[config.mk]
export PLATFORM = sky130hd
export DESIGN_NAME = if_stage
export DESIGN_NICKNAME = d
export VERILOG_FILES = /design/src/verilog/fetch_pkg.sv /design/src/verilog/if_stage.sv /design/src/verilog/compressed_expander.sv /design/src/verilog/offset_fsm.sv /design/src/verilog/prefetch_buffer.sv /design/src/verilog/fetch_target_mux.sv
export SDC_FILE = /design/constraint.sdc
export NUM_CORES = 1
export LEC_CHECK = 0
export BUFFER_PORTS_ARGS = -buffer_cell sky130_fd_sc_hd__buf_2
export CAP_MARGIN = 20
export CORE_AREA = 10 10 165 167
export DETAILED_ROUTE_END_ITERATION = 6
export DIE_AREA = 0 0 175 177
export GPL_ROUTABILITY_DRIVEN = 0
export PLACE_DENSITY = 0.85
export REMOVE_ABC_BUFFERS = 1
export SYNTH_ARGS = -nofsm -noshare
export SYNTH_HDL_FRONTEND = slang
export SYNTH_SLANG_ARGS = --single-unit
[constraint.sdc]
create_clock -name clk -period 11.6 [get_ports clk]
set_clock_uncertainty 0.05 [all_clocks]
set_input_delay 1.16 -clock clk [delete_from_list [all_inputs] [get_ports clk]]
set_output_delay 1.16 -clock clk [all_outputs]
set_load 0.005 [all_outputs]
[src/verilog/fetch_pkg.sv]
`default_nettype none

package fetch_pkg;

  ////////////////////////////////////////////////////////////
  // basic widths
  ////////////////////////////////////////////////////////////

  // byte address and fetched word
  typedef logic [31:0] addr_t;
  typedef logic [31:0] word_t;
  // one instruction half, the unit of compressed code
  typedef logic [15:0] half_t;
  // low bits of an exception vector
  typedef logic [4:0]  exc_off_t;

  ////////////////////////////////////////////////////////////
  // redirect selection
  ////////////////////////////////////////////////////////////

  typedef enum logic [1:0] {PC_BOOT, PC_JUMP, PC_EXCEPTION, PC_ERET} pc_sel_e;

  typedef enum logic [1:0] {EXC_RESET, EXC_ILLINSN, EXC_IRQ, EXC_IRQ_NM} exc_cause_e;

  // vector = {boot_addr[31:5], offset}
  parameter exc_off_t EXC_OFF_RESET   = 5'h00;
  parameter exc_off_t EXC_OFF_ILLINSN = 5'h10;
  parameter exc_off_t EXC_OFF_IRQ     = 5'h08;
  parameter exc_off_t EXC_OFF_IRQ_NM  = 5'h0C;

  // alignment tracking inside the fetched word
  typedef enum logic [1:0] {IDLE, WAIT_ALIGNED, WAIT_UNALIGNED} offset_state_e;

  ////////////////////////////////////////////////////////////
  // bundles between the blocks
  ////////////////////////////////////////////////////////////

  typedef struct packed {
    logic  valid;
    addr_t addr;
    logic  unaligned;
  } redirect_t;

  typedef struct packed {
    logic  valid;
    addr_t addr;
    word_t rdata;
  } fetch_word_t;

  typedef struct packed {
    word_t instr;
    addr_t pc;
    logic  illegal_c;
  } id_instr_t;

endpackage

`default_nettype wire
[src/verilog/if_stage.sv]
`default_nettype none

module if_stage #(
  parameter int unsigned DEPTH = 2
) (
  input  wire logic                  clk,
  input  wire logic                  rst_n,
  input  wire fetch_pkg::addr_t      boot_addr_i,
  input  wire logic                  req_i,
  input  wire logic                  stall_if_i,
  input  wire logic                  stall_id_i,
  input  wire logic                  redirect_i,
  input  wire fetch_pkg::pc_sel_e    pc_sel_i,
  input  wire fetch_pkg::exc_cause_e exc_cause_i,
  input  wire fetch_pkg::addr_t      jump_target_i,
  input  wire fetch_pkg::addr_t      epc_i,
  output logic                       instr_req_o,
  output fetch_pkg::addr_t           instr_addr_o,
  input  wire logic                  instr_gnt_i,
  input  wire logic                  instr_rvalid_i,
  input  wire fetch_pkg::word_t      instr_rdata_i,
  output logic                       valid_o,
  output fetch_pkg::addr_t           current_pc_if_o,
  output fetch_pkg::id_instr_t       id_o,
  output logic                       if_busy_o
);

  fetch_pkg::redirect_t   target;
  fetch_pkg::fetch_word_t head;
  logic                   next_valid;
  fetch_pkg::word_t       next_rdata;
  logic                   pop;
  logic                   branch;
  fetch_pkg::word_t       instr_sel;
  fetch_pkg::word_t       instr_exp;
  logic                   illegal_c;

  ////////////////////////////////////////////////////////////
  // fetch path
  ////////////////////////////////////////////////////////////

  fetch_target_mux fetch_target_mux_i (
    .boot_addr_i  (boot_addr_i),
    .pc_sel_i     (pc_sel_i),
    .exc_cause_i  (exc_cause_i),
    .jump_target_i(jump_target_i),
    .epc_i        (epc_i),
    .redirect_i   (redirect_i),
    .target_o     (target)
  );

  // flush and restart on every branch of the FSM
  prefetch_buffer #(
    .DEPTH(DEPTH)
  ) prefetch_buffer_i (
    .clk           (clk),
    .rst_n         (rst_n),
    .branch_i      (branch),
    .branch_addr_i (target.addr),
    .pop_i         (pop),
    .head_o        (head),
    .next_valid_o  (next_valid),
    .next_rdata_o  (next_rdata),
    .busy_o        (if_busy_o),
    .instr_req_o   (instr_req_o),
    .instr_addr_o  (instr_addr_o),
    .instr_gnt_i   (instr_gnt_i),
    .instr_rvalid_i(instr_rvalid_i),
    .instr_rdata_i (instr_rdata_i)
  );

  offset_fsm offset_fsm_i (
    .clk         (clk),
    .rst_n       (rst_n),
    .req_i       (req_i),
    .stall_if_i  (stall_if_i),
    .redirect_i  (target),
    .head_i      (head),
    .next_valid_i(next_valid),
    .next_rdata_i(next_rdata),
    .valid_o     (valid_o),
    .pc_o        (current_pc_if_o),
    .instr_o     (instr_sel),
    .pop_o       (pop),
    .branch_o    (branch)
  );

  compressed_expander compressed_expander_i (
    .instr_i  (instr_sel),
    .instr_o  (instr_exp),
    .illegal_o(illegal_c)
  );

  ////////////////////////////////////////////////////////////
  // IF/ID register, frozen while ID stalls
  ////////////////////////////////////////////////////////////

  always_ff @(posedge clk or negedge rst_n) begin
    if (!rst_n) begin
      id_o <= '0;
    end else if (!stall_id_i) begin
      id_o.instr     <= instr_exp;
      id_o.pc        <= current_pc_if_o;
      id_o.illegal_c <= illegal_c;
    end
  end

endmodule

`default_nettype wire

[src/verilog/compressed_expander.sv]
`default_nettype none

module compressed_expander (
  input  wire fetch_pkg::word_t instr_i,
  output fetch_pkg::word_t      instr_o,
  output logic                  illegal_o
);

  logic [4:0]  rd;
  logic [4:0]  rs2;
  logic [11:0] imm6;
  logic [2:0]  funct3;

  assign rd     = instr_i[11:7];
  assign rs2    = instr_i[6:2];
  assign funct3 = instr_i[15:13];
  // 6-bit signed immediate of C.ADDI and C.LI
  assign imm6   = {{6{instr_i[12]}}, instr_i[12], instr_i[6:2]};

  always_comb begin
    // unsupported encodings pass through unchanged
    instr_o   = instr_i;
    illegal_o = (instr_i[1:0] != 2'b11);
    unique case (instr_i[1:0])
      2'b01: begin
        unique case (funct3)
          3'b000: begin
            // c.addi -> addi rd, rd, imm
            instr_o   = {imm6, rd, 3'b000, rd, 7'b0010011};
            illegal_o = 1'b0;
          end
          3'b010: begin
            // c.li -> addi rd, x0, imm
            instr_o   = {imm6, 5'b00000, 3'b000, rd, 7'b0010011};
            illegal_o = 1'b0;
          end
          3'b101: begin
            // c.j -> jal x0, offset
            instr_o = {instr_i[12], instr_i[8], instr_i[10:9], instr_i[6],
                       instr_i[7], instr_i[2], instr_i[11], instr_i[5:3],
                       {9{instr_i[12]}}, 5'b00000, 7'b1101111};
            illegal_o = 1'b0;
          end
          default: begin
          end
        endcase
      end
      2'b10: begin
        // rs2 of zero would be c.jr, c.jalr or c.ebreak
        if ((funct3 == 3'b100) && (rs2 != 5'b00000)) begin
          if (instr_i[12]) begin
            // c.add -> add rd, rd, rs2
            instr_o = {7'b0000000, rs2, rd, 3'b000, rd, 7'b0110011};
          end else begin
            // c.mv -> add rd, x0, rs2
            instr_o = {7'b0000000, rs2, 5'b00000, 3'b000, rd, 7'b0110011};
          end
          illegal_o = 1'b0;
        end
      end
      default: begin
        // quadrant 0 unsupported, 2'b11 is a full instruction
      end
    endcase
  end

endmodule

`default_nettype wire

[src/verilog/offset_fsm.sv]
`default_nettype none

module offset_fsm (
  input  wire logic                   clk,
  input  wire logic                   rst_n,
  input  wire logic                   req_i,
  input  wire logic                   stall_if_i,
  input  wire fetch_pkg::redirect_t   redirect_i,
  input  wire fetch_pkg::fetch_word_t head_i,
  input  wire logic                   next_valid_i,
  input  wire fetch_pkg::word_t       next_rdata_i,
  output logic                        valid_o,
  output fetch_pkg::addr_t            pc_o,
  output fetch_pkg::word_t            instr_o,
  output logic                        pop_o,
  output logic                        branch_o
);

  fetch_pkg::offset_state_e state_q;
  fetch_pkg::offset_state_e state_d;
  fetch_pkg::half_t         lo_half;
  fetch_pkg::half_t         hi_half;
  logic                     unaligned;
  logic                     consume;

  assign lo_half = head_i.rdata[15:0];
  assign hi_half = head_i.rdata[31:16];
  assign consume = req_i && !stall_if_i;

  ////////////////////////////////////////////////////////////
  // instruction and PC selection
  ////////////////////////////////////////////////////////////

  always_comb begin
    pc_o = {head_i.addr[31:2], unaligned, 1'b0};
    if (!unaligned) begin
      // compressed halves go out zero-extended
      instr_o = (lo_half[1:0] != 2'b11) ? {16'h0000, lo_half} : head_i.rdata;
    end else if (hi_half[1:0] != 2'b11) begin
      instr_o = {16'h0000, hi_half};
    end else begin
      // straddling word, upper part from the next buffer entry
      instr_o = {next_rdata_i[15:0], hi_half};
    end
  end

  ////////////////////////////////////////////////////////////
  // state machine
  ////////////////////////////////////////////////////////////

  always_comb begin
    state_d   = state_q;
    valid_o   = 1'b0;
    pop_o     = 1'b0;
    branch_o  = 1'b0;
    unaligned = 1'b0;
    unique case (state_q)
      fetch_pkg::IDLE: begin
        // start at the boot vector
        if (req_i) begin
          branch_o = 1'b1;
          state_d  = fetch_pkg::WAIT_ALIGNED;
        end
      end
      fetch_pkg::WAIT_ALIGNED: begin
        if (head_i.valid) begin
          valid_o = 1'b1;
          if (consume) begin
            if (lo_half[1:0] != 2'b11) begin
              state_d = fetch_pkg::WAIT_UNALIGNED;
            end else begin
              pop_o = 1'b1;
            end
          end
        end
      end
      fetch_pkg::WAIT_UNALIGNED: begin
        unaligned = 1'b1;
        if (head_i.valid) begin
          if (hi_half[1:0] != 2'b11) begin
            valid_o = 1'b1;
            if (consume) begin
              pop_o   = 1'b1;
              state_d = fetch_pkg::WAIT_ALIGNED;
            end
          end else if (next_valid_i) begin
            // 32-bit over the word boundary, stays unaligned
            valid_o = 1'b1;
            pop_o   = consume;
          end
        end
      end
      default: begin
        state_d = fetch_pkg::IDLE;
      end
    endcase
    // redirect wins over everything above
    if (redirect_i.valid) begin
      valid_o  = 1'b0;
      pop_o    = 1'b0;
      branch_o = 1'b1;
      state_d  = redirect_i.unaligned ? fetch_pkg::WAIT_UNALIGNED : fetch_pkg::WAIT_ALIGNED;
    end
  end

  always_ff @(posedge clk or negedge rst_n) begin
    if (!rst_n) begin
      state_q <= fetch_pkg::IDLE;
    end else begin
      state_q <= state_d;
    end
  end

endmodule

`default_nettype wire

[src/verilog/prefetch_buffer.sv]
`default_nettype none

module prefetch_buffer #(
  parameter int unsigned DEPTH = 2
) (
  input  wire logic                   clk,
  input  wire logic                   rst_n,
  input  wire logic                   branch_i,
  input  wire fetch_pkg::addr_t       branch_addr_i,
  input  wire logic                   pop_i,
  output fetch_pkg::fetch_word_t      head_o,
  output logic                        next_valid_o,
  output fetch_pkg::word_t            next_rdata_o,
  output logic                        busy_o,
  output logic                        instr_req_o,
  output fetch_pkg::addr_t            instr_addr_o,
  input  wire logic                   instr_gnt_i,
  input  wire logic                   instr_rvalid_i,
  input  wire fetch_pkg::word_t       instr_rdata_i
);

  localparam int unsigned CW = $clog2(DEPTH + 1);
  localparam int unsigned PW = (DEPTH > 1) ? $clog2(DEPTH) : 1;

  typedef logic [CW-1:0] cnt_t;
  typedef logic [PW-1:0] ptr_t;

  // wrap-around for any depth, not only powers of two
  function automatic ptr_t ptr_inc(input ptr_t p);
    if (p == ptr_t'(DEPTH - 1)) begin
      return '0;
    end
    return p + 1'b1;
  endfunction

  ////////////////////////////////////////////////////////////
  // request side
  ////////////////////////////////////////////////////////////

  logic             active_q;
  fetch_pkg::addr_t req_addr_q;
  // target kept aside while an orphaned request still waits for grant
  fetch_pkg::addr_t redir_addr_q;
  logic             redir_pend_q;
  cnt_t             out_cnt_q;
  cnt_t             drop_cnt_q;
  cnt_t             used;
  logic             grant;
  logic             gnt_live;
  logic             gnt_orphan;
  logic             rvalid_live;
  logic             rvalid_drop;

  ////////////////////////////////////////////////////////////
  // word FIFO, tagged with fetch address
  ////////////////////////////////////////////////////////////

  fetch_pkg::addr_t fifo_addr[DEPTH];
  fetch_pkg::word_t fifo_data[DEPTH];
  fetch_pkg::addr_t resp_addr_q;
  cnt_t             fifo_cnt_q;
  ptr_t             rd_ptr_q;
  ptr_t             wr_ptr_q;
  ptr_t             next_ptr;

  // every slot is either in flight, orphaned or stored
  assign used        = out_cnt_q + drop_cnt_q + fifo_cnt_q;
  assign instr_req_o = active_q && (used < cnt_t'(DEPTH));
  assign instr_addr_o = req_addr_q;

  assign grant       = instr_req_o && instr_gnt_i;
  assign gnt_live    = grant && !redir_pend_q;
  assign gnt_orphan  = grant && redir_pend_q;
  // responses to flushed requests come first, in order
  assign rvalid_drop = instr_rvalid_i && (drop_cnt_q != '0);
  assign rvalid_live = instr_rvalid_i && (drop_cnt_q == '0);

  always_ff @(posedge clk or negedge rst_n) begin
    if (!rst_n) begin
      active_q     <= 1'b0;
      req_addr_q   <= '0;
      resp_addr_q  <= '0;
      redir_pend_q <= 1'b0;
      out_cnt_q    <= '0;
      drop_cnt_q   <= '0;
      fifo_cnt_q   <= '0;
      rd_ptr_q     <= '0;
      wr_ptr_q     <= '0;
    end else if (branch_i) begin
      // flush: whatever is still in flight becomes orphaned
      active_q    <= 1'b1;
      resp_addr_q <= branch_addr_i;
      out_cnt_q   <= '0;
      drop_cnt_q  <= drop_cnt_q + out_cnt_q + cnt_t'(grant) - cnt_t'(instr_rvalid_i);
      fifo_cnt_q  <= '0;
      rd_ptr_q    <= '0;
      wr_ptr_q    <= '0;
      if (instr_req_o && !instr_gnt_i) begin
        // bus address must hold until the grant
        redir_pend_q <= 1'b1;
      end else begin
        req_addr_q   <= branch_addr_i;
        redir_pend_q <= 1'b0;
      end
    end else begin
      out_cnt_q  <= out_cnt_q + cnt_t'(gnt_live) - cnt_t'(rvalid_live);
      drop_cnt_q <= drop_cnt_q + cnt_t'(gnt_orphan) - cnt_t'(rvalid_drop);
      fifo_cnt_q <= fifo_cnt_q + cnt_t'(rvalid_live) - cnt_t'(pop_i);
      if (gnt_live) begin
        req_addr_q <= req_addr_q + 32'd4;
      end
      if (gnt_orphan) begin
        req_addr_q   <= redir_addr_q;
        redir_pend_q <= 1'b0;
      end
      if (rvalid_live) begin
        wr_ptr_q    <= ptr_inc(wr_ptr_q);
        resp_addr_q <= resp_addr_q + 32'd4;
      end
      if (pop_i) begin
        rd_ptr_q <= ptr_inc(rd_ptr_q);
      end
    end
  end

  // storage
  always_ff @(posedge clk) begin
    if (branch_i) begin
      redir_addr_q <= branch_addr_i;
    end
    if (rvalid_live && !branch_i) begin
      fifo_addr[wr_ptr_q] <= resp_addr_q;
      fifo_data[wr_ptr_q] <= instr_rdata_i;
    end
  end

  // head and the word after it
  assign next_ptr     = ptr_inc(rd_ptr_q);
  assign head_o.valid = (fifo_cnt_q != '0);
  assign head_o.addr  = fifo_addr[rd_ptr_q];
  assign head_o.rdata = fifo_data[rd_ptr_q];
  assign next_valid_o = (fifo_cnt_q >= cnt_t'(2));
  assign next_rdata_o = fifo_data[next_ptr];

  assign busy_o = (out_cnt_q != '0) || (drop_cnt_q != '0);

endmodule

`default_nettype wire

[src/verilog/fetch_target_mux.sv]
`default_nettype none

module fetch_target_mux (
  input  wire fetch_pkg::addr_t      boot_addr_i,
  input  wire fetch_pkg::pc_sel_e    pc_sel_i,
  input  wire fetch_pkg::exc_cause_e exc_cause_i,
  input  wire fetch_pkg::addr_t      jump_target_i,
  input  wire fetch_pkg::addr_t      epc_i,
  input  wire logic                  redirect_i,
  output fetch_pkg::redirect_t       target_o
);

  fetch_pkg::addr_t exc_vec;

  // exception vector from boot base and cause
  always_comb begin
    unique case (exc_cause_i)
      fetch_pkg::EXC_ILLINSN: exc_vec = {boot_addr_i[31:5], fetch_pkg::EXC_OFF_ILLINSN};
      fetch_pkg::EXC_IRQ:     exc_vec = {boot_addr_i[31:5], fetch_pkg::EXC_OFF_IRQ};
      fetch_pkg::EXC_IRQ_NM:  exc_vec = {boot_addr_i[31:5], fetch_pkg::EXC_OFF_IRQ_NM};
      default:                exc_vec = {boot_addr_i[31:5], fetch_pkg::EXC_OFF_RESET};
    endcase
  end

  // without a strobe the boot vector is offered, used by the start from IDLE
  always_comb begin
    target_o.valid     = redirect_i;
    target_o.addr      = {boot_addr_i[31:5], fetch_pkg::EXC_OFF_RESET};
    target_o.unaligned = 1'b0;
    if (redirect_i) begin
      unique case (pc_sel_i)
        fetch_pkg::PC_BOOT: begin
          target_o.addr = {boot_addr_i[31:5], fetch_pkg::EXC_OFF_RESET};
        end
        fetch_pkg::PC_JUMP: begin
          // word address plus half-word select
          target_o.addr      = {jump_target_i[31:2], 2'b00};
          target_o.unaligned = jump_target_i[1];
        end
        fetch_pkg::PC_EXCEPTION: begin
          target_o.addr = exc_vec;
        end
        fetch_pkg::PC_ERET: begin
          target_o.addr      = {epc_i[31:2], 2'b00};
          target_o.unaligned = epc_i[1];
        end
      endcase
    end
  end

endmodule

`default_nettype wire

==> results by group, run 1 <==
Run status
  • Status: completed

Clock network
  • CTS max path bufs: 3
  • # Post-CTS Setup Buffers: 0
  • H-tree levels: 1
  • Clock Tree Root: clkbuf_16
  • Clock sinks: between 200 and 300
  • CTS clk-pin slew, worst paths: ~0.06 ns
  • CTS resizes: 0
  • CTS tree: built
  • Hold_buf cts: 0
  • Worst skew pair latency: approximately 0.55 ns
  • TritonCTS Buffers: 30

Logic synthesis
  • Cell count after synthesis: roughly 1200
  • Post-Syn Area per Cell: 11.8 µm²
  • Seq cells post-synth: just under 300
  • Ys async rst share: between 40% and 50%
  • Yosys Warn Count: 0
  • Post-synth top flop: edfxtp_1
  • Yosys cell types: 72
  • Seq/Total Area, Yosys: between 50 and 60%
  • EDFF count, synth: 154
  • Post-synthesis cell area: between 10000 and 15000 µm²

Worst setup path
  • Max FO, Critical Path: 54
  • Critical register-to-register path endpoint: id_o[55]$_DFFE_PN0N_
  • Crit-path leading delay family: buffers and inverters
  • CP Launch Point: prefetch_buffer_i.rd_ptr_q$_DFFE_PN0P_
  • Crit-path slowest cell: buf_4
  • WP buf/inv: 2
  • Crit-path cells: buf_4 > nor2b_1 > a32oi_1 > o21ai_0 > a211oi_1 > buf_2
  • Setup slack, reg-to-reg: about 7.4 ns
  • R2R cell count: 8
  • Worst path depth: 6
  • Setup crit start kind: flop
  • End of the critical path: valid_o
  • WP data required: just over 10 ns
  • CP Capture Type: output port
  • Critical path class: flop to output port
  • Worst r2r src: prefetch_buffer_i.rd_ptr_q$_DFFE_PN0P_
  • Worst EP arrival: around 3.1 ns
  • Worst path max stage delay: 0.75 ns

GRT
  • GRT Total Usage: between 20% and 30%
  • Vias in the first global route: between 10000 and 15000
  • First-pass GRT wire length: 59200 µm
  • Pin count of the biggest net entering global routing: 86
  • Initial antenna violation count: 2
  • Grt total ovfl: 0

Die
  • # rows: 57
  • Die ar.: roughly 31000 µm²
  • Die Span Y: approximately 180 µm
  • Starting Density: a little under 60%
  • Core box area: approximately 24000 µm²
  • Chip width: around 180 µm
  • Boundary Pins: approximately 270

Placement
  • Count of input and output buffers: 260
  • Dpl cells: 1732
  • Post-DP HPWL: 26300 µm
  • Post-DP Area: between 15000 and 20000 µm²

Power and ir drop
  • Clock network fraction of total power: 29.6%
  • Comb power frac: 29.1%
  • Sw Ratio: 33.1%
  • Power Dens Cells: around 210 nW/µm²
  • Peak VDD IR: ~0.15 mV
  • Psw: 1.18 mW
  • Sequential power share: about two fifths
  • P_int: between 2 and 2.5 mW
  • Leakage: around 7.0 nW
  • Total power draw: between 3 and 4 mW

Cells and area
  • # fillers: about 1700
  • Share of layout cells above drive strength 1: 28.9%
  • Commonest non-fill, non-tap cell in the layout: buf_2
  • Commonest cells after routing, fill and taps aside: buf_2 (259), edfxtp_1 (154), dfrtp_1 (135)
  • P&R area growth vs syn: 18.4%
  • Post-Layout Cell Count: about 1800
  • Finished Cell Area: between 15000 and 20000 µm²
  • Nets: 1599

Hold path
  • Min-delay worst type: flop to flop

STA
  • Final worst path period share: between 30% and 40%
  • RSZ-0062 raised after global routing: false
  • Max-slew violation count: 0
  • Worst slack on hold paths: around 0.43 ns
  • Slew HR: approximately two fifths
  • Setup total negative slack: 0 ns
  • Max frequency: roughly 230 MHz
  • Worst Max-Slew Pin Slew: ~0.92 ns
  • Fin. Hold Viols: 0
  • Period minus WS final: between 4 and 5 ns
  • # setup viols final: 0

Detailed routing
  • DRC: 0
  • Vias per cell: approximately 6
  • DRT Pass-1 Iters: 5
  • DR iter-0 viols: 1157
  • WL per Instance: approximately 21 µm
  • Vias: between 10000 and 15000
  • Routed WL: 37500 µm
  • Post-route ant nets: 0

Flow run
  • MaxCap Viol Count: 0
## how the worst min path moves through the flow
| stage | startpoint | end | depth (start not counted) |
|---|---|---|---|
| 6_report | id_o[33]$_DFFE_PN0N_ | id_o[33]$_DFFE_PN0N_ | 2 |
| 5_1_grt | id_o[19]$_DFFE_PN0N_ | id_o[19]$_DFFE_PN0N_ | 1 |
| 4_1_cts | id_o[33]$_DFFE_PN0N_ | id_o[33]$_DFFE_PN0N_ | 2 |
| 3_5_place_dp | id_o[33]$_DFFE_PN0N_ | id_o[33]$_DFFE_PN0N_ | 2 |
| 3_3_place_gp | id_o[33]$_DFFE_PN0N_ | id_o[33]$_DFFE_PN0N_ | 2 |
| 2_1_floorplan | prefetch_buffer_i.resp_addr_q[31]$_DFFE_PN0P_ | prefetch_buffer_i.fifo_addr[0][31]$_DFFE_PP_ | 0 |
## power groups by stage
| stage | logic, mW | clock network [mW] | registers (mW) |
|---|---|---|---|
| after CTS | 1.03 | 1.06 | 1.46 |
| after floorplan | 0.638 | 0 | 1.45 |
| after global routing | 1.14 | 1.10 | 1.49 |
| final | 1.03 | 1.05 | 1.47 |
| after global placement | 0.972 | 0 | 1.46 |
| after detailed placement | 1.02 | 0 | 1.47 |
## synthesized netlist by cell type (all sizes together), types with 14 or more instances
cell type / instances / area [µm²]
edfxtp: 154 / 4620
dfrtp: 136 / 3400
nand2: 113 / 424
mux2: 82 / 923
mux2i: 70 / 701
nor2: 68 / 255
o21ai: 68 / 340
inv: 47 / 179
a21oi: 44 / 220
clkbuf: 39 / 146
buf: 35 / 204
nand3: 31 / 168
xor2: 29 / 254
a31oi: 23 / 144
xnor2: 23 / 201
nor3: 22 / 110
o22ai: 19 / 119
ha: 17 / 213
nand4: 17 / 106
a22o: 14 / 123
## per-stage QoR
| step | worst slack, ns | util [%] |
|---|---|---|
| floorplan | 1.30 | - |
| global route | 6.99 | 70.3 |
| detailed placement | 7.15 | 65.5 |
| global placement | 7.23 | 65.5 |
| CTS | 7.13 | 70.2 |
| finish | 7.34 | 70.3 |
## state kept, by name, summed over array words and instances, names as in the netlist
register and cells:
prefetch_buffer_i.redir_pend_q 1, prefetch_buffer_i.wr_ptr_q 1, prefetch_buffer_i.fifo_cnt_q 2, prefetch_buffer_i.out_cnt_q 2, offset_fsm_i.state_q 2, prefetch_buffer_i.drop_cnt_q 2, prefetch_buffer_i.resp_addr_q 30, prefetch_buffer_i.fifo_addr 60
id_o 64, prefetch_buffer_i.rd_ptr_q 1, prefetch_buffer_i.instr_addr_o 30, prefetch_buffer_i.active_q 1, prefetch_buffer_i.redir_addr_q 30, prefetch_buffer_i.fifo_data 64
## routing by layer
metal / track usage [%] / vias up / part of all wire, %
li1: - / 4929 / -
met1: 28.6 / 5312 / 39
met2: 40.3 / 519 / 50
met3: 5.72 / 74 / 8.8
met4: 7.35 / 2 / 2.6
met5: 0 / - / 0.035
## cell type report
class / instances / area (µm²) / share of cell area [%]
clock buffer: 42 / 901 / 5.35
antenna: 1 / 2.50 / 0.0149
inverter: 48 / 184 / 1.09
timing repair buffer: 273 / 1420 / 8.42
tap: 324 / 405 / 2.41
multi-input combinational: 799 / 5690 / 33.8
sequential: 290 / 8030 / 47.7
clock inverter: 14 / 205 / 1.22
## logic make-up (layout without fill, tap and decap cells)
logic type	Yosys count	in the layout	share of synthesized area [%]
buf+inv	122	377	3.76
other cells	1	5	0.0264
xor+xnor	54	54	3.53
compound gates	256	256	11.7
fa+ha+maj	17	17	1.50
mux	161	161	12.8
flops	290	290	56.4
simple gates	307	307	10.2
## worst min-delay path, cell delays in order, from the launching register on
cell	delay, ns
dfrtp_1	0.34
nand2_1	0.06
nand2_1	0.05
(Power assumes the default switching activity.)
==> run 2, diff against run 1 <==
--- a/config.mk
+++ b/config.mk
@@ -5,13 +5,14 @@
 export SDC_FILE = /design/constraint.sdc
 export NUM_CORES = 1
 export LEC_CHECK = 0
+export ABC_AREA = 1
 export BUFFER_PORTS_ARGS = -buffer_cell sky130_fd_sc_hd__buf_2
 export CAP_MARGIN = 20
-export CORE_AREA = 10 10 165 167
+export CORE_AREA = 10 10 177 179
 export DETAILED_ROUTE_END_ITERATION = 6
-export DIE_AREA = 0 0 175 177
+export DIE_AREA = 0 0 187 189
 export GPL_ROUTABILITY_DRIVEN = 0
-export PLACE_DENSITY = 0.85
+export PLACE_DENSITY = 0.8
 export REMOVE_ABC_BUFFERS = 1
 export SYNTH_ARGS = -nofsm -noshare
 export SYNTH_HDL_FRONTEND = slang
==> constraint.sdc (replaced) <==
create_clock -name clk -period 4 [get_ports clk]
set_clock_uncertainty 0.05 [all_clocks]
set_input_delay 0.4 -clock clk [delete_from_list [all_inputs] [get_ports clk]]
set_output_delay 0.4 -clock clk [all_outputs]
set_load 0.005 [all_outputs]
==> run 2 against run 1 <==
The run now ends with DRC left; utilization decreased by 4.0 points; wire length increased by 16%; final cell count increased by 42%; global-route usage increased by 0.26 points; first-iteration DRC count increased by 29%; clock power increased to 2.7 times the previous value; area after synthesis increased by 9.3%; critical endpoint is now id_o[0]$_DFFE_PN0N_; largest power group unchanged.
==> results by group, run 2 <==
Flow run
  • MaxCap Viol Count: 0 (unchanged)

Detailed routing
  • Routed WL: 43500 µm (+16%)
  • Vias per cell: 5.49 (-9.2%)
  • WL per Instance: 17.1 µm (-19%)
  • Post-route ant nets: 0 (unchanged)
  • DR iter-0 viols: 1489 (+29%)
  • DRT Pass-1 Iters: 7 (+2)
  • Vias: 14012 (+29%)
  • DRC: 1 (+1)

Die
  • Die Span Y: 189 µm (+6.8%)
  • Starting Density: 56.3% (-3.1 points)
  • # rows: 61 (+7.0%)
  • Chip width: 187 µm (+6.9%)
  • Core box area: 27600 µm² (+15%)
  • Die ar.: 35300 µm² (+14%)
  • Boundary Pins: 272 (unchanged)

Worst setup path
  • Crit-path cells: inv_4 > nand2_1 > nand2_1 > inv_2 > o21ai_0 > inv_1 > ha_1 > nor2_1 > inv_1 > nand2_4 > nand2_2 > nand2_1 > o21ai_0
  • Most used cell, CP: nand2_1
  • Critical path class: flop to flop
  • Crit-path slowest cell: dfrtp_2
  • Max FO, Critical Path: 26 (-52%)
  • Crit-path leading delay family: simple AND/OR/NAND/NOR gates
  • Worst path max stage delay: 0.48 ns (-0.27 ns)
  • Worst EP arrival: 3.52 ns (+0.47 ns)
  • CP Capture Type: flop
  • Setup crit start kind: flop
  • WP data required: 4.38 ns (-6.01 ns)
  • WP buf/inv: 4 (+2)

Cells and area
  • Diode count: 0 (-1)
  • Share of layout cells above drive strength 1: 17.9% (-11 points)
  • P&R area growth vs syn: 17.8%
  • Largest regs: id_o (64), prefetch_buffer_i.fifo_data (64), prefetch_buffer_i.fifo_addr (60)
  • Utilization after layout: 66.2% (-4.0 points)
  • Nets: 2305 (+44%)
  • Commonest cells after routing, fill and taps aside: nand2_1 (586), buf_2 (259), inv_1 (216)
  • Post-Layout Cell Count: 2550 (+42%)
  • Finished Cell Area: 18300 µm² (+8.7%)
  • Commonest non-fill, non-tap cell in the layout: nand2_1

Logic synthesis
  • Seq/Total Area, Yosys: 51.7% (-4.8 points)
  • Cell count after synthesis: 1896 (+57%)
  • Seq cells post-synth: 290 (unchanged)
  • Area leader, netlist: edfxtp_1
  • Yosys cell types: 56 (-22%)
  • EDFF count, synth: 154 (unchanged)
  • Ys async rst share: 46.9% (unchanged)
  • Yosys Warn Count: 0 (unchanged)
  • Most common cell in the netlist: nand2_1
  • Post-synth top flop: edfxtp_1
  • Most common library cells after synthesis: nand2_1 (586), inv_1 (217), nor2_1 (217), edfxtp_1 (154), dfrtp_1 (136)
  • Post-Syn Area per Cell: 8.20 µm² (-30%)
  • Top-area cell type share of the netlist area: 29.8% (-2.8 points)
  • Post-synthesis cell area: 15500 µm² (+9.3%)
  • Dominant cells by area after synthesis: edfxtp_1 (30%), dfrtp_1 (22%), nand2_1 (14%), inv_1 (5.2%), nor2_1 (5.2%)

Power and ir drop
  • Peak VDD IR: 0.536 mV (+250%)
  • Power Dens Cells: 620 nW/µm² (+190%)
  • Total power draw: 11.3 mW (+220%)
  • Leakage: 8.62 nW (+24%)

Clock network
  • # Post-CTS Setup Buffers: 0 (unchanged)
  • CTS resizes: 0 (unchanged)
  • H-tree levels: 1 (unchanged)
  • CTS tree: built
  • CTS max path bufs: 3 (unchanged)
  • Clock Tree Root: clkbuf_16
  • CTS clk-pin slew, worst paths: 0.06 ns (about the same)
  • Hold_buf cts: 15 (+15)
  • Worst skew pair latency: 0.55 ns (about the same)
  • TritonCTS Buffers: 31 (+3.3%)
  • Clock sinks: 290 (unchanged)

STA
  • RSZ-0062 raised after global routing: false
  • Worst slack on hold paths: 0.0129 ns (-0.420 ns)
  • Setup total negative slack: 0 ns (unchanged)
  • Final worst path period share: between 70% and 80%
  • # setup viols final: 0 (unchanged)
  • Final worst slack: 0.862 ns (-6.48 ns)
  • Slew HR: 26.6% (-12 points)
  • Max-slew violation count: 0 (unchanged)
  • Worst Max-Slew Pin Slew: 1.10 ns (+0.177 ns)
  • Max frequency: roughly 320 MHz
  • Fin. Hold Viols: 0 (unchanged)
  • Period minus WS final: 3.14 ns

GRT
  • First-pass GRT wire length: 69600 µm (+17%)
  • GRT Total Usage: 23.7% (+0.26 points)
  • Grt total ovfl: 0 (unchanged)
  • Pin count of the biggest net entering global routing: 94 (+9.3%)
  • Initial antenna violation count: 0 (-2)
  • Vias in the first global route: 13704 (+23%)

Placement
  • Count of input and output buffers: 260 (unchanged)
  • Dpl cells: 2473 (+43%)
  • Post-DP Area: 17100 µm² (+8.7%)
  • Pre-CTS setup slack: 0.975 ns (-6.17 ns)
  • Post-DP HPWL: 30900 µm (+18%)

Run status
  • Failing checks: DRC
  • Status: finished, violations left

Hold path
  • Min-delay worst type: input pin to flop
## run 2: where the power goes
| group | switching [mW] | internal (mW) |
|---|---|---|
| combinational | 2.66 | 1.41 |
| clock | 1.16 | 1.64 |
| sequential | 0.635 | 3.84 |
| total | 4.45 | 6.90 |
## run 2: worst register-to-register path, stage by stage (launching register included)
cell and delay [ns]:
dfrtp_2 0.48, inv_4 0.26, nand2_1 0.09, nand2_1 0.15, inv_2 0.06, o21ai_0 0.37
inv_1 0.09, ha_1 0.37, nor2_1 0.25, inv_1 0.23, nand2_4 0.14, nand2_2 0.22
nand2_1 0.18, o21ai_0 0.09
## run 2: path summary, 6_finish.rpt
kind | start | end | slack (ns) | cells past startpoint
max | prefetch_buffer_i.rd_ptr_q$_DFFE_PN0P_ | id_o[0]$_DFFE_PN0N_ | 0.86 | 13
min | instr_rdata_i[31] | prefetch_buffer_i.fifo_data[0][31]$_DFFE_PP_ | 0.01 | 1
max reg2reg | prefetch_buffer_i.rd_ptr_q$_DFFE_PN0P_ | id_o[0]$_DFFE_PN0N_ | 0.86 | 13
min reg2reg | id_o[35]$_DFFE_PN0N_ | id_o[35]$_DFFE_PN0N_ | 0.42 | 2
max in group asynchronous | rst_n | id_o[25]$_DFFE_PN0N_ | 2.70 | 3
min in group asynchronous | rst_n | id_o[45]$_DFFE_PN0N_ | 0.43 | 2
## run 2: area by class of cell
type	count	area, µm²
clock buffer	40	861
clock inverter	17	141
fill	2235	9330
inverter	227	857
multi-input combinational	1299	6250
sequential	290	8030
tap	378	473
timing repair buffer	299	1690
## run 2: layer usage
layer  vias up  GRT usage, %  share of wire (%)
met1      6524          30.8                 41
met3        94          4.78                9.7
li1       6669             -                  -
met4         0          7.01                2.6
met5         -             0                  0
met2       725          39.3                 47
## run 2: cells by family after synthesis
family | count (synthesis) | share of synthesized area (%)
buffers and inverters | 310 | 8.33
DFF | 290 | 51.7
other | 1 | 0.0241
AOI/OAI and AO/OA | 218 | 8.36
and+or+nand+nor | 1004 | 27.1
xor gates and xnor gates | 53 | 2.99
adders and majority gates | 17 | 1.37
muxes | 3 | 0.193
==> run 3, diff against run 2 <==
==> constraint.sdc (replaced) <==
create_clock -name clk -period 3 [get_ports clk]
set_clock_uncertainty 0.05 [all_clocks]
set_input_delay 0.3 -clock clk [delete_from_list [all_inputs] [get_ports clk]]
set_output_delay 0.3 -clock clk [all_outputs]
set_load 0.005 [all_outputs]
==> run 3 against run 2 <==
Final cell count is 1.1% higher; critical path depth fell by 4; utilization is 1.1 points higher; combinational power rose by 36%; largest power group unchanged; worst hold slack improved by 0.060 ns; first-iteration DRC count rose by 23%; the flow still finishes with violations (DRC); count of clock-buffer cells in the layout shrank 4; die area is the same; critical path type is now flop to output port; largest cell class unchanged; sequential power is 33% higher; clock power is 41% higher; register-to-register slack lost 0.56 ns.
==> results by group, run 3 (same netlist as run 2, synthesis figures left out) <==
Detailed routing
  • Vias per cell: 5.56 (+1.3%)
  • Vias: 14343 (+2.4%)
  • Routed WL: 45000 µm (+3.4%)
  • Post-route ant nets: 0 (unchanged)
  • WL per Instance: 17.5 µm (+2.3%)
  • DRC: 1 (unchanged)
  • DR iter-0 viols: 1830 (+23%)
  • DRT Pass-1 Iters: 7 (unchanged)

Worst setup path
  • Max FO, Critical Path: 31 (+19%)
  • CP Capture Type: output port
  • Crit-path slowest cell: dfrtp_1
  • WP data required: 2.65 ns (-1.73 ns)
  • R2R cell count: 12 (-1)
  • Worst EP arrival: 2.51 ns (-1.01 ns)
  • Setup crit start kind: flop
  • Worst path max stage delay: 0.40 ns (-0.08 ns)
  • Worst r2r src: prefetch_buffer_i.rd_ptr_q$_DFFE_PN0P_
  • Setup slack, reg-to-reg: 0.30 ns (-0.56 ns)
  • WP buf/inv: 3 (-1)
  • Critical path class: flop to output port
  • Critical register-to-register path endpoint: id_o[56]$_DFFE_PN0N_
  • Most used cell, CP: nand2_1
  • Crit-path cells: ha_1 > nand2_1 > xor2_1 > inv_1 > nand3_1 > nand2_1 > nor2_4 > buf_4 > buf_2
  • Crit-path leading delay family: buffers and inverters

Clock network
  • Worst skew pair latency: 0.56 ns (about the same)
  • Clock Tree Root: clkbuf_16
  • TritonCTS Buffers: 30 (-3.2%)
  • Clock sinks: 290 (unchanged)
  • # Post-CTS Setup Buffers: 0 (unchanged)
  • CTS clk-pin slew, worst paths: 0.06 ns (about the same)
  • CTS tree: built
  • CTS max path bufs: 3 (unchanged)
  • H-tree levels: 1 (unchanged)

Cells and area
  • Diode count: 0 (unchanged)
  • Commonest cells after routing, fill and taps aside: nand2_1 (586), buf_2 (259), inv_1 (216)
  • Share of layout cells above drive strength 1: 18.5% (+0.64 points)
  • Nets: 2333 (+1.2%)
  • Largest regs: id_o (64), prefetch_buffer_i.fifo_data (64), prefetch_buffer_i.fifo_addr (60)
  • Post-Layout Cell Count: 2578 (+1.1%)
  • # fillers: 2207 (-1.3%)
  • Commonest non-fill, non-tap cell in the layout: nand2_1
  • P&R area growth vs syn: 19.8%

Placement
  • Dpl cells: 2489 (+0.65%)
  • Post-DP HPWL: 32300 µm (+4.3%)
  • Count of input and output buffers: 260 (unchanged)

Hold path
  • Hold Crit Depth: 3 (+2)
  • Min-delay src: boot_addr_i[23]
  • Hold Path Sink: prefetch_buffer_i.redir_addr_q[23]$_DFFE_PN_
  • Min-delay worst type: input pin to flop

Run status
  • Status: finished, violations left
  • Failing checks: DRC

Die
  • Die ar.: 35300 µm² (unchanged)
  • Chip width: 187 µm (unchanged)
  • Starting Density: 56.3% (unchanged)
  • # rows: 61 (unchanged)
  • Core box area: 27600 µm² (unchanged)
  • Die Span Y: 189 µm (unchanged)
  • Boundary Pins: 272 (unchanged)

STA
  • Max-slew violation count: 0 (unchanged)
  • # setup viols final: 0 (unchanged)
  • RSZ-0062 raised after global routing: false
  • Max frequency: about 350 MHz
  • Slew HR: 47.7% (+21 points)
  • Worst slack on hold paths: 0.0733 ns (+0.0605 ns)
  • Fin. Hold Viols: 0 (unchanged)
  • Worst Max-Slew Pin Slew: 0.783 ns (-0.314 ns)
  • Period minus WS final: 2.86 ns
  • Final worst path period share: 95.3%

Power and ir drop
  • Peak VDD IR: 0.551 mV (+2.9%)
  • Total power draw: 15.5 mW (+36%)
  • Leakage: 8.77 nW (+1.7%)
  • Power Dens Cells: 830 nW/µm² (+34%)

GRT
  • GRT Total Usage: 24.9% (+1.2 points)
  • Vias in the first global route: 14299 (+4.3%)
  • Initial antenna violation count: 0 (unchanged)
  • Grt total ovfl: 0 (unchanged)
  • Pin count of the biggest net entering global routing: 63 (-33%)
  • First-pass GRT wire length: 73200 µm (+5.3%)

Flow run
  • MaxCap Viol Count: 0 (unchanged)
run 3: layer usage:
layer  vias to the layer above  wire [µm]  track usage (%)  part of all wire, %
met2                       811      20800             40.5                   46
met1                      6682      18200             32.2                   40
met4                         0       1450             9.03                  3.2
met5                         -          0                0                    0
li1                       6730          -                -                    -
met3                       120       4530             5.53                   10
run 3: final cells by class:
class | instances | area, µm² | share of cell area [%]
well taps | 378 | 473 | 2.54
repair buffers | 328 | 1940 | 10.4
multi-input cells | 1299 | 6260 | 33.6
clock inverters | 20 | 244 | 1.31
flip-flops and latches | 290 | 8030 | 43.1
clock buffers | 36 | 815 | 4.37
inverters | 227 | 857 | 4.60
run 3: how the worst max path moves through the flow:
stage                                                              end  cells past startpoint                                 startpoint  slack, ns
after CTS                                                  instr_req_o                      9  prefetch_buffer_i.drop_cnt_q[0]$_DFF_PN0_       0.15
after global routing                               id_o[0]$_DFFE_PN0N_                     13     prefetch_buffer_i.rd_ptr_q$_DFFE_PN0P_      0.005
final                                                      instr_req_o                      9  prefetch_buffer_i.drop_cnt_q[0]$_DFF_PN0_       0.14
after global placement                            id_o[56]$_DFFE_PN0N_                     11        offset_fsm_i.state_q[0]$_DFFE_PN0P_       0.37
after floorplan           prefetch_buffer_i.fifo_addr[0][10]$_DFFE_PP_                      7        offset_fsm_i.state_q[0]$_DFFE_PN0P_      -4.88
after detailed placement                           id_o[0]$_DFFE_PN0N_                     12        offset_fsm_i.state_q[0]$_DFFE_PN0P_       0.24
run 3: where the power goes:
group	internal, mW	leakage, nW	switching [mW]
clock	2.37	0.512	1.57
combinational	1.97	5.20	3.58
sequential	5.12	3.05	0.850
total	9.46	8.77	6.00
run 3: worst min-delay path, cell delays in order:
cell and delay [ns]:
buf_2 0.09, inv_1 0.04, o22ai_1 0.07
run 3: stage by stage:
step	setup slack [ns]	instance area, µm²	setup TNS, ns	util (%)
2_1_floorplan	-4.88	15100	-777.55	-
3_3_place_gp	0.366	17200	0	62.3
3_5_place_dp	0.242	17200	0	62.3
4_1_cts	0.154	18600	0	67.3
5_1_grt	0.00473	18600	0	67.4
6_report	0.141	18600	0	67.4
run 3: timing repair:
| action | 4_1_cts | 5_1_grt |
|---|---|---|
| endpoints found under the hold margin | 124 | 0 |
| resized for setup | 0 | 3 |
| hold buffers | 33 | 0 |
| endpoints found under the setup margin | 0 | 2 |
